`config.mk`:
```
export PLATFORM = sky130hd
export DESIGN_NAME = frame_probe_top
export DESIGN_NICKNAME = d
export VERILOG_FILES = /design/src/logic/vid_pkg.sv /design/src/logic/wb_pkg.sv /design/src/logic/sync_edge_detect.sv /design/src/logic/xy_counter.sv /design/src/logic/capture_fsm.sv /design/src/logic/roi_accumulator.sv /design/src/logic/wb_regs.sv /design/src/logic/frame_probe_top.sv
export SDC_FILE = /design/constraint.sdc
export NUM_CORES = 1
export LEC_CHECK = 0
export ABC_CLOCK_PERIOD_IN_PS = 4050
export BUFFER_PORTS_ARGS = -buffer_cell sky130_fd_sc_hd__buf_2
export CORE_ASPECT_RATIO = 0.5
export CORE_MARGIN = 2
export CORE_UTILIZATION = 30
export DETAILED_ROUTE_END_ITERATION = 8
export PLACE_DENSITY = 0.48
export SLEW_MARGIN = 10
export SYNTH_ARGS = -nofsm -noshare
export SYNTH_HDL_FRONTEND = slang
export SYNTH_SLANG_ARGS = --single-unit
```
`constraint.sdc`:
```
create_clock -name clk -period 4.05 [get_ports clk]
set_input_delay 0.405 -clock clk [delete_from_list [all_inputs] [get_ports clk]]
set_output_delay 0.405 -clock clk [all_outputs]
set_load 0.1 [all_outputs]
```
`src/logic/vid_pkg.sv`:
```
package vid_pkg;

  // --------------------------------------------------
  // active picture size and field widths
  // --------------------------------------------------
  localparam int active_w = 16;
  localparam int active_h = 8;

  localparam int x_w   = 5;
  localparam int y_w   = 4;
  localparam int pix_w = 8;

  // last usable position on each axis
  localparam logic [x_w-1:0] x_last = x_w'(active_w - 1);
  localparam logic [y_w-1:0] y_last = y_w'(active_h - 1);

  // counter value once an axis has run off the active area
  localparam logic [x_w-1:0] x_end = x_w'(active_w);
  localparam logic [y_w-1:0] y_end = y_w'(active_h);

  // raw stream sample
  typedef struct packed {
    logic             de;
    logic             vs;
    logic [pix_w-1:0] pix;
  } vid_in_t;

  // edge events, aligned with the pixel they belong to
  typedef struct packed {
    logic             pix_valid;
    logic             frame_start;
    logic             line_start;
    logic             line_end;
    logic [pix_w-1:0] pix;
  } vid_ev_t;

  typedef struct packed {
    logic [x_w-1:0] x;
    logic [y_w-1:0] y;
    logic           overflow;
  } pos_t;

endpackage

```
`src/logic/wb_pkg.sv`:
```
package wb_pkg;

  import vid_pkg::*;

  localparam int wb_aw = 3;
  localparam int wb_dw = 32;

  // --------------------------------------------------
  // register map
  // --------------------------------------------------
  localparam logic [wb_aw-1:0] reg_ctrl   = 3'd0;
  localparam logic [wb_aw-1:0] reg_status = 3'd1;
  localparam logic [wb_aw-1:0] reg_roi_x  = 3'd2;
  localparam logic [wb_aw-1:0] reg_roi_y  = 3'd3;
  localparam logic [wb_aw-1:0] reg_sum    = 3'd4;
  localparam logic [wb_aw-1:0] reg_count  = 3'd5;

  typedef struct packed {
    logic             cyc;
    logic             stb;
    logic             we;
    logic [wb_aw-1:0] adr;
    logic [wb_dw-1:0] dat_w;
  } wb_req_t;

  typedef struct packed {
    logic             ack;
    logic [wb_dw-1:0] dat_r;
  } wb_rsp_t;

  typedef enum logic [1:0] {
    cap_idle    = 2'd0,
    cap_armed   = 2'd1,
    cap_capture = 2'd2,
    cap_done    = 2'd3
  } cap_state_t;

  // inclusive region of interest bounds
  typedef struct packed {
    logic [x_w-1:0] x0;
    logic [x_w-1:0] x1;
    logic [y_w-1:0] y0;
    logic [y_w-1:0] y1;
  } roi_t;

endpackage

```
`src/logic/sync_edge_detect.sv`:
```
module sync_edge_detect
  import vid_pkg::*;
(
  input  logic    clk,
  input  logic    rst,
  input  vid_in_t vid,
  output vid_ev_t ev
);

  // two stages of the control bits, one of the pixel
  logic             de_q;
  logic             de_qq;
  logic             vs_q;
  logic             vs_qq;
  logic [pix_w-1:0] pix_q;

  always_ff @(posedge clk) begin
    if (rst) begin
      de_q  <= 1'b0;
      de_qq <= 1'b0;
      vs_q  <= 1'b0;
      vs_qq <= 1'b0;
    end else begin
      de_q  <= vid.de;
      de_qq <= de_q;
      vs_q  <= vid.vs;
      vs_qq <= vs_q;
    end
  end

  always_ff @(posedge clk) begin
    pix_q <= vid.pix;
  end

  // edges are taken between the newest and the older sample
  assign ev.pix_valid   = de_q;
  assign ev.line_start  = de_q & ~de_qq;
  assign ev.line_end    = ~de_q & de_qq;
  assign ev.frame_start = vs_q & ~vs_qq;
  assign ev.pix         = pix_q;

endmodule

```
`src/logic/xy_counter.sv`:
```
module xy_counter
  import vid_pkg::*;
(
  input  logic    clk,
  input  logic    rst,
  input  vid_ev_t ev,
  output pos_t    pos
);

  // x holds the index of the next pixel, y the current line.
  // both stop one past the last position so an overrun stays visible
  logic [x_w-1:0] x_q;
  logic [y_w-1:0] y_q;
  logic           line_active;
  logic           cut_pending;
  logic           end_counted;

  // a line end left over from a line cut by a frame start is dropped
  assign end_counted = ev.line_end && !cut_pending && !ev.frame_start;

  // --------------------------------------------------
  // position of the pixel in this cycle
  // --------------------------------------------------
  always_comb begin
    if (ev.line_start) begin
      pos.x = '0;
    end else if (x_q == x_end) begin
      pos.x = x_last;
    end else begin
      pos.x = x_q;
    end

    pos.y = (y_q == y_end) ? y_last : y_q;

    pos.overflow = (ev.pix_valid && !ev.line_start && (x_q == x_end)) ||
                   (end_counted && (y_q == y_end));
  end

  // --------------------------------------------------
  // axis registers
  // --------------------------------------------------
  always_ff @(posedge clk) begin
    if (rst) begin
      x_q <= '0;
    end else if (ev.line_start) begin
      // first pixel sits at 0, the next one at 1
      x_q <= x_w'(1);
    end else if (ev.frame_start) begin
      x_q <= '0;
    end else if (ev.pix_valid && (x_q != x_end)) begin
      x_q <= x_q + x_w'(1);
    end
  end

  always_ff @(posedge clk) begin
    if (rst) begin
      y_q <= '0;
    end else if (ev.frame_start) begin
      y_q <= '0;
    end else if (end_counted && (y_q != y_end)) begin
      y_q <= y_q + y_w'(1);
    end
  end

  // --------------------------------------------------
  // mid-line frame start tracking
  // --------------------------------------------------
  always_ff @(posedge clk) begin
    if (rst) begin
      line_active <= 1'b0;
    end else if (ev.line_start) begin
      line_active <= 1'b1;
    end else if (ev.line_end) begin
      line_active <= 1'b0;
    end
  end

  always_ff @(posedge clk) begin
    if (rst) begin
      cut_pending <= 1'b0;
    end else if (ev.frame_start) begin
      // line still running, so its end belongs to the old frame
      cut_pending <= line_active && !ev.line_end;
    end else if (ev.line_end || ev.line_start) begin
      cut_pending <= 1'b0;
    end
  end

endmodule

```
`src/logic/capture_fsm.sv`:
```
module capture_fsm
  import vid_pkg::*;
  import wb_pkg::*;
(
  input  logic       clk,
  input  logic       rst,
  input  logic       arm,
  input  vid_ev_t    ev,
  input  pos_t       pos,
  output logic       clr,
  output logic       en,
  output cap_state_t state,
  output logic       frame_err
);

  cap_state_t state_n;

  always_comb begin
    state_n = state;
    case (state)
      cap_idle, cap_done: begin
        if (arm) state_n = cap_armed;
      end
      cap_armed: begin
        if (ev.frame_start) state_n = cap_capture;
      end
      cap_capture: begin
        if (ev.frame_start) state_n = cap_done;
      end
      default: state_n = cap_idle;
    endcase
  end

  // clear and first accumulation share the frame start cycle
  assign clr = (state == cap_armed) && ev.frame_start;
  assign en  = clr || ((state == cap_capture) && !ev.frame_start);

  always_ff @(posedge clk) begin
    if (rst) begin
      state <= cap_idle;
    end else begin
      state <= state_n;
    end
  end

  // sticky for the captured frame, cleared when the next capture starts
  always_ff @(posedge clk) begin
    if (rst) begin
      frame_err <= 1'b0;
    end else if (clr) begin
      // the frame start pixel already belongs to the new capture
      frame_err <= pos.overflow;
    end else if (en && pos.overflow) begin
      frame_err <= 1'b1;
    end
  end

endmodule

```
`src/logic/roi_accumulator.sv`:
```
module roi_accumulator
  import vid_pkg::*;
  import wb_pkg::*;
(
  input  logic        clk,
  input  logic        rst,
  input  logic        clr,
  input  logic        en,
  input  vid_ev_t     ev,
  input  pos_t        pos,
  input  roi_t        roi,
  output logic [31:0] sum,
  output logic [15:0] count
);

  logic in_x;
  logic in_y;
  logic hit;

  // bounds are inclusive on both ends
  assign in_x = (pos.x >= roi.x0) && (pos.x <= roi.x1);
  assign in_y = (pos.y >= roi.y0) && (pos.y <= roi.y1);
  assign hit  = en && ev.pix_valid && in_x && in_y;

  always_ff @(posedge clk) begin
    if (rst) begin
      sum   <= '0;
      count <= '0;
    end else if (clr) begin
      // restart from this pixel
      sum   <= hit ? 32'(ev.pix) : 32'd0;
      count <= hit ? 16'd1 : 16'd0;
    end else if (hit) begin
      sum   <= sum + 32'(ev.pix);
      count <= count + 16'd1;
    end
  end

endmodule

```
`src/logic/wb_regs.sv`:
```
module wb_regs
  import vid_pkg::*;
  import wb_pkg::*;
(
  input  logic        clk,
  input  logic        rst,
  input  wb_req_t     wb_req,
  output wb_rsp_t     wb_rsp,
  output roi_t        roi,
  output logic        arm,
  input  cap_state_t  state,
  input  logic        frame_err,
  input  logic [31:0] sum,
  input  logic [15:0] count
);

  logic             ack_q;
  logic [wb_dw-1:0] dat_q;
  logic [wb_dw-1:0] rd_data;
  logic             access;
  logic             wr;

  // one access per strobe, the cycle with ack high is ignored
  assign access = wb_req.cyc && wb_req.stb && !ack_q;
  assign wr     = access && wb_req.we;

  // --------------------------------------------------
  // read mux
  // --------------------------------------------------
  always_comb begin
    case (wb_req.adr)
      reg_status: rd_data = {29'd0, frame_err, state};
      reg_roi_x:  rd_data = {11'd0, roi.x1, 11'd0, roi.x0};
      reg_roi_y:  rd_data = {12'd0, roi.y1, 12'd0, roi.y0};
      reg_sum:    rd_data = sum;
      reg_count:  rd_data = {16'd0, count};
      default:    rd_data = '0;
    endcase
  end

  always_ff @(posedge clk) begin
    if (rst) begin
      ack_q <= 1'b0;
      arm   <= 1'b0;
    end else begin
      ack_q <= access;
      arm   <= wr && (wb_req.adr == reg_ctrl) && wb_req.dat_w[0];
    end
  end

  // read data goes out together with ack
  always_ff @(posedge clk) begin
    if (access) begin
      dat_q <= rd_data;
    end
  end

  // --------------------------------------------------
  // region of interest, full area after reset
  // --------------------------------------------------
  always_ff @(posedge clk) begin
    if (rst) begin
      roi.x0 <= '0;
      roi.x1 <= x_last;
      roi.y0 <= '0;
      roi.y1 <= y_last;
    end else if (wr && (wb_req.adr == reg_roi_x)) begin
      roi.x0 <= wb_req.dat_w[x_w-1:0];
      roi.x1 <= wb_req.dat_w[16+x_w-1:16];
    end else if (wr && (wb_req.adr == reg_roi_y)) begin
      roi.y0 <= wb_req.dat_w[y_w-1:0];
      roi.y1 <= wb_req.dat_w[16+y_w-1:16];
    end
  end

  assign wb_rsp.ack   = ack_q;
  assign wb_rsp.dat_r = dat_q;

endmodule

```
`src/logic/frame_probe_top.sv`:
```
module frame_probe_top
  import vid_pkg::*;
  import wb_pkg::*;
(
  input  logic    clk,
  input  logic    rst,
  input  vid_in_t vid,
  input  wb_req_t wb_req,
  output wb_rsp_t wb_rsp
);

  vid_ev_t     ev;
  pos_t        pos;
  roi_t        roi;
  cap_state_t  state;
  logic        arm;
  logic        clr;
  logic        en;
  logic        frame_err;
  logic [31:0] sum;
  logic [15:0] count;

  // stream path
  sync_edge_detect u_sync (.clk(clk), .rst(rst), .vid(vid), .ev(ev));

  xy_counter u_xy (.clk(clk), .rst(rst), .ev(ev), .pos(pos));

  capture_fsm u_fsm (
    .clk(clk), .rst(rst), .arm(arm), .ev(ev), .pos(pos),
    .clr(clr), .en(en), .state(state), .frame_err(frame_err)
  );

  roi_accumulator u_acc (
    .clk(clk), .rst(rst), .clr(clr), .en(en), .ev(ev), .pos(pos),
    .roi(roi), .sum(sum), .count(count)
  );

  // host side
  wb_regs u_regs (
    .clk(clk), .rst(rst), .wb_req(wb_req), .wb_rsp(wb_rsp), .roi(roi),
    .arm(arm), .state(state), .frame_err(frame_err), .sum(sum), .count(count)
  );

endmodule

```
### After elaboration in Yosys (flattened, before gate mapping)

Cells that the tools add are included.

* register bits after elaboration: 126
* latch bits: 0
* RAM bits: 0
* memory bits (read-only): 0
* input port bits: 50
* word-level logic and storage cells: 117
* memories: 0

* $add $sub $neg: 4
* multipliers: 0
* div/mod/pow operators: 0
* $lt $le $gt $ge: 4
* eq/ne operators: 15
* shifts and indexed selects: 0
* muxes and demuxes: 23
* bitwise gates (word level): 7
* reductions and logical operators: 43

Operators by type and width (count)
* 32-bit one-hot mux with 5 select lines: 1
* 32-bit 2-to-1 mux: 2
* 32-bit by 8-bit adder with 32-bit output: 1
* 16-bit 2-to-1 mux: 2
* 1-bit logical AND: 23
* 16-bit by 1-bit adder with 16-bit output (second input constant): 1
* 1-bit 2-to-1 mux: 10
* 5-bit 2-to-1 mux: 2
* 8-bit 2-to-1 mux: 1
* 2-bit nonzero test: 4
* 3-bit by 2-bit == test with 1-bit output (second input constant): 2
* 3-bit == test (second input constant): 2
* 2-bit 2-to-1 mux: 3
* 2-bit by 1-bit != test with 1-bit output (second input constant): 3
* 2-bit one-hot mux with 3 select lines: 1
* 5-bit by 1-bit adder with 5-bit output (second input constant): 1
* 5-bit == test (second input constant): 1
* 5-bit greater-or-equal comparator: 1
* 5-bit less-or-equal comparator: 1
* 1-bit logical NOT: 5
* 5-bit != test (second input constant): 1
* 4-bit by 1-bit adder with 4-bit output (second input constant): 1
* 2-bit == test (second input constant): 2
* 4-bit == test (second input constant): 1
* other kinds (16): 24

### Logic depth before layout (Yosys ltp)

* word-level depth: 10
* mapped depth: 17
* gate-level depth less buffers: 13

### By module

Synthesis repeated with hierarchy kept, for this count alone.

* cells, all modules: 699
* area, all modules: 6627.6 um^2

By module, submodules not included
* roi_accumulator: instances 1, cells an instance 383, area each 3084.2 um^2, sequential area each 960.9 um^2
* wb_regs: instances 1, cells an instance 191, area each 2394.8 um^2, sequential area each 1361.3 um^2
* xy_counter: instances 1, cells an instance 84, area each 648.1 um^2, sequential area each 220.2 um^2
* sync_edge_detect: instances 1, cells an instance 20, area each 291.5 um^2, sequential area each 240.2 um^2
* capture_fsm: instances 1, cells an instance 21, area each 209.0 um^2, sequential area each 60.1 um^2

### Least setup slack after synthesis

OpenSTA, ideal clock, no wires.

* path kind: input port to flip-flop
* from: input wb_req[37] (netlist name)
* to: register, netlist name u_regs.roi[12]
* setup time: 0.128 ns
* data arrival time: 3.156 ns
* data required time: 3.922 ns
* path slack: 0.766 ns
* cell stages on the path: 7
* buffers on the path: 1
* cell sequence: nand2_1 > nor2_1 > nand2_1 > nor3_1 > clkbuf_1 > mux2i_1 > nor2_1

* longest elaborated chain between the ends: 4

Ends and longest elaborated chain
* from (decl): line frame_probe_top.sv:8 `input wb_req_t wb_req,`
* 1-bit logical AND (2 in series): line wb_regs.sv:24 `assign access = wb_req.cyc && wb_req.stb && !ack_q;`
* via u_regs.access: line wb_regs.sv:20 `logic access;`
* 1-bit logical AND: line wb_regs.sv:25 `assign wr = access && wb_req.we;`
* 1-bit logical AND: line wb_regs.sv:67 `end else if (wr && (wb_req.adr == reg_roi_x)) begin`

The timed path passes the listed nets, and every way through them passes these cells.
A chain may end at the register's enable or synchronous reset.

### Worst setup path in the final report

* from: register u_xy.x_q[1]
* to: register u_acc.count[11]

* longest elaborated chain between the ends: 8
* elaborated cells between the ends (all ways): 9
* classes of those cells: 2 x order compare; 1 x eq/ne; 2 x mux; 4 x reduce/logical

Ends and longest elaborated chain
* from (decl): line xy_counter.sv:12 `logic [x_w-1:0] x_q;`
* from (signal assigned): line xy_counter.sv:47 `x_q <= x_w'(1);`
* from (signal assigned): line xy_counter.sv:51 `x_q <= x_q + x_w'(1);`
* 5-bit == test: line xy_counter.sv:27 `end else if (x_q == x_end) begin`
* 5-bit 2-to-1 mux (*): line xy_counter.sv:27
* 5-bit 2-to-1 mux (*): line xy_counter.sv:25 `if (ev.line_start) begin`
* 5-bit greater-or-equal comparator or 5-bit less-or-equal comparator (tied branches): line roi_accumulator.sv:21 `assign in_x = (pos.x >= roi.x0) && (pos.x <= roi.x1);`
* 1-bit logical AND (*): line roi_accumulator.sv:21
* 1-bit logical AND (*) (2 in series): line roi_accumulator.sv:23 `assign hit = en && ev.pix_valid && in_x && in_y;`
* 2-bit nonzero test (no source line) (*)
* to (signal assigned): line roi_accumulator.sv:32 `count <= hit ? 16'd1 : 16'd0;`
* to (signal assigned): line roi_accumulator.sv:35 `count <= count + 16'd1;`
* to (decl): line roi_accumulator.sv:13 `output logic [15:0] count`

Mark *: on every way between the ends. The rest lies on a longest branch, timed or not.

==> run_results.csv <==
group,metric,value,unit
timing,tns,0,ns
drt,dr.first_iter.drc_count,248,
drt,drt.antenna.violating_nets,0,
logic_synthesis,synth_top_cell_area_share,29.24,%
setup_path,timing.reg2reg.setup_slack,0.38,ns
drt,remaining_drc_errors,0,
logic_synthesis,synth_area,6436,um^2
drt,routed-via-count,5186,
layout,number_of_antenna_repair_diodes,0,
timing,unrepaired_setup_endpoints_after_global_routing,"no",
logic_synthesis,yosys.area.top_type,"dfxtp_1",
timing,report.final.setup_viol,0,
drt,routed_wl,16.13,mm
power_and_ir_drop,power_density,438.2,nW/um^2
clock_network,root_buffer,"clkbuf_16",
setup_path,worstSetupEndpointType,"register",
timing,worst_pin_slew,0.9006,ns
clock_network,cts-root-to-sink-buffers,2,
global_routing,global_route.usage.total,14.92,%
logic_synthesis,cells_after_synth,693,
drt,avgViaCountPerCell,5.040,
logic_synthesis,synth_seq_area_share,44.17,%
die,ioPinCount,83,
logic_synthesis,synthFlopType,"dfxtp_1",
power_and_ir_drop,power_leakage,2.818,nW
logic_synthesis,synth_enable_flop_cells,32,
die,floorplan.die_area,22710,um^2
setup_path,setup.worst_path.class,"register to register",
min_path,worstHoldPathType,"primary input to register",
drt,1st_pass_router_iterations,4,
clock_network,worst_skew_pair.late_latency,0.41,ns
layout,post-route-util,36.31,%
timing,timing.final.crit_share,90.60,%
clock_network,resize_count_post_cts,0,
global_routing,via_count_of_the_first_global_routing_pass,5001,
global_routing,maximum_number_of_pins_on_one_net_before_global_route_repair,41,
layout,area_growth_syn_to_layout,17.28,%
clock_network,cts.sinks,126,
layout,layoutNonFillerInstCount,1029,
timing,maxClockFrequency,272.5,MHz
layout,layout_common_cells,"94 x dfxtp_1, 63 x nor2_1, 60 x buf_2",
logic_synthesis,synth_area_leaders,"dfxtp_1 29%, edfxtp_1 15%, ha_1 6.8%",
global_routing,grt_antenna_before_repair,0,
setup_path,cp.arrival,3.93,ns
setup_path,crit_required,4.31,ns
setup_path,timing.critical_path.from_type,"register",
layout,drive_gt1_share,15.08,%
setup_path,crit_buf_inv,2,
logic_synthesis,synth_fp_nets,779,
die,floorplan.die.width,211.1,um
logic_synthesis,postSynth.asyncResetShare,0,%
global_routing,sum_of_overflow_across_all_layers_after_global_routing,0,
timing,timing.clock.skew,0.009279,ns
power_and_ir_drop,ir_drop,0.0002506,V
die,core.rowCount,37,
logic_synthesis,synth.yosys.warnings,0,
global_routing,grt_pass1_wl,26.32,mm
layout,layout.nets,829,
setup_path,crit_path_max_fanout,28,
clock_network,htreeDepth,4,
clock_network,tritoncts_clock_tree,"built",
layout,mostFrequentLayoutCell,"dfxtp_1",
timing,slew_headroom,39.74,%
placed_design,place_congestion,0.7941,
setup_path,worst_path_max_delay_cell,"dfxtp_1",
placed_design,io_buffers,60,
clock_network,clkSlewWorstSetupHoldPaths,0.06,ns
die,die_y,107.6,um
placed_design,dp.final_hpwl,11.32,mm
setup_path,crit_path_frequent_cell,"ha_1",
run_status,run_status,"finished, final reports clean",
timing,min_period,3.669,ns
timing,hold_violations,0,
clock_network,cts_hold_repair.buffers,0,
clock_network,cts_made_buffers,17,
die,initial_utilization,30.96,%
logic_synthesis,synthDistinctLibCells,61,
run,maxCapViolCount,0,
die,core-area,20790,um^2
setup_path,path_delay_family,"compound AO/OA/AOI/OAI gates",
timing,final_max_slew_violation_count,0,
logic_synthesis,synth-seq-cells,126,
logic_synthesis,synthesis.area_per_instance,9.287,um^2
drt,wl_per_instance,15.67,um
setup_path,path_cells,"inv_1 -> ha_1 -> and4bb_1 -> o21ai_0 -> ha_1 -> or2_2 -> maj3_1 -> o211a_1 -> a21oi_4 -> buf_4 -> or4b_1 -> a21oi_1",
placed_design,dpl.cell_count,997,
clock_network,post_cts_buffers,0,
setup_path,biggest_cell_delay_along_the_critical_path,0.44,ns
cell type report:
cell class / count / area [um^2]
Sequential cell: 126 / 2843
Inverter: 32 / 120.1
Timing Repair Buffer: 69 / 380.4
Clock inverter: 14 / 118.9
Tap cell: 273 / 341.6
Multi-Input combinational cell: 497 / 3306
Clock buffer: 18 / 439.2
Fill cell: 2109 / 13240
registers in the layout (all words and copies together) (netlist names):
name,flops
u_acc.sum,32
u_regs.dat_q,32
u_regs.roi,18
u_acc.count,16
u_sync.pix_q,8
u_xy.x_q,5
u_xy.y_q,4
u_fsm.state,2
u_fsm.frame_err,1
u_regs.ack_q,1
u_regs.arm,1
u_sync.de_q,1
u_sync.de_qq,1
u_sync.vs_q,1
u_sync.vs_qq,1
u_xy.cut_pending,1
u_xy.line_active,1
synthesized netlist by cell type (7+ instances only):
| library cell | n |
|---|---|
| a21oi_1 | 42 |
| o211ai_1 | 17 |
| nor2_1 | 64 |
| clkbuf_1 | 23 |
| edfxtp_1 | 32 |
| nand2_1 | 52 |
| o31ai_1 | 9 |
| nand4_1 | 19 |
| xnor2_1 | 7 |
| nand2b_1 | 9 |
| or3_1 | 15 |
| and2_1 | 15 |
| mux2i_1 | 36 |
| ha_1 | 35 |
| nor2b_1 | 13 |
| o21ai_0 | 14 |
| a211o_1 | 7 |
| or4_1 | 20 |
| inv_1 | 32 |
| xor2_1 | 7 |
| dfxtp_1 | 94 |
| nand3_1 | 29 |
| nor3_1 | 17 |
kinds of logic (layout without fill, tap and decap cells):
| logic type | after synthesis | count (layout) | share of synthesized area (%) |
|---|---|---|---|
| AOI/OAI and AO/OA | 133 | 133 | 13.71 |
| xor gates and xnor gates | 14 | 14 | 1.905 |
| adders and majority gates | 37 | 37 | 7.271 |
| buffers and inverters | 70 | 133 | 4.704 |
| DFF | 126 | 126 | 44.17 |
| muxes | 36 | 36 | 5.599 |
| and+or+nand+nor | 277 | 277 | 22.65 |
per-stage QoR:
step / instance area [um^2] / total power [mW] / setup WS [ns] / hold slack [ns]
6_report: 7548 / 3.308 / 0.3806 / 0.08611
5_1_grt: 7548 / 3.453 / 0.1359 / 0.06626
3_5_place_dp: 6990 / 1.876 / 0.4358 / 0.4736
3_3_place_gp: 6990 / 1.867 / 0.4419 / 0.4654
2_1_floorplan: 6436 / 1.765 / 0.7660 / 0.4226
4_1_cts: 7548 / 3.348 / 0.4179 / 0.06900
final timing paths:
check | cells past startpoint | start | end
setup / recovery | 12 | u_xy.x_q[1] | u_acc.count[11]
hold / removal | 1 | vid[5] | u_sync.pix_q[5]
setup reg to reg | 12 | u_xy.x_q[1] | u_acc.count[11]
hold reg to reg | 1 | u_sync.vs_q | u_sync.vs_qq
metal layers:
metal  track usage (%)  part of all wire [%]  vias to the layer above
met5                 0                     0                        -
met4             4.225                  0.68                        0
met3             3.355                   3.3                        7
met2             24.48                    46                       66
met1             19.74                    50                     2474
li1                  -                     -                     2639
power breakdown:
group	switching (mW)	total, mW	internal, mW	leakage [nW]
Sequential	0.0344	1.37	1.33	1.06
Clock	0.598	1.46	0.859	0.276
Combinational	0.350	0.484	0.135	1.48
worst register-to-register path, delay by kind of cell (launching register included):
family                   cells  cell delay [ns]
AO/OA/AOI/OAI                4             1.02
adder cells (fa/ha/maj)      3             0.89
AND/OR/NAND/NOR              3             0.76
flip-flops                   1             0.44
buffers and inverters        2             0.40
Note: power is estimated with default switching activity, not from simulation.
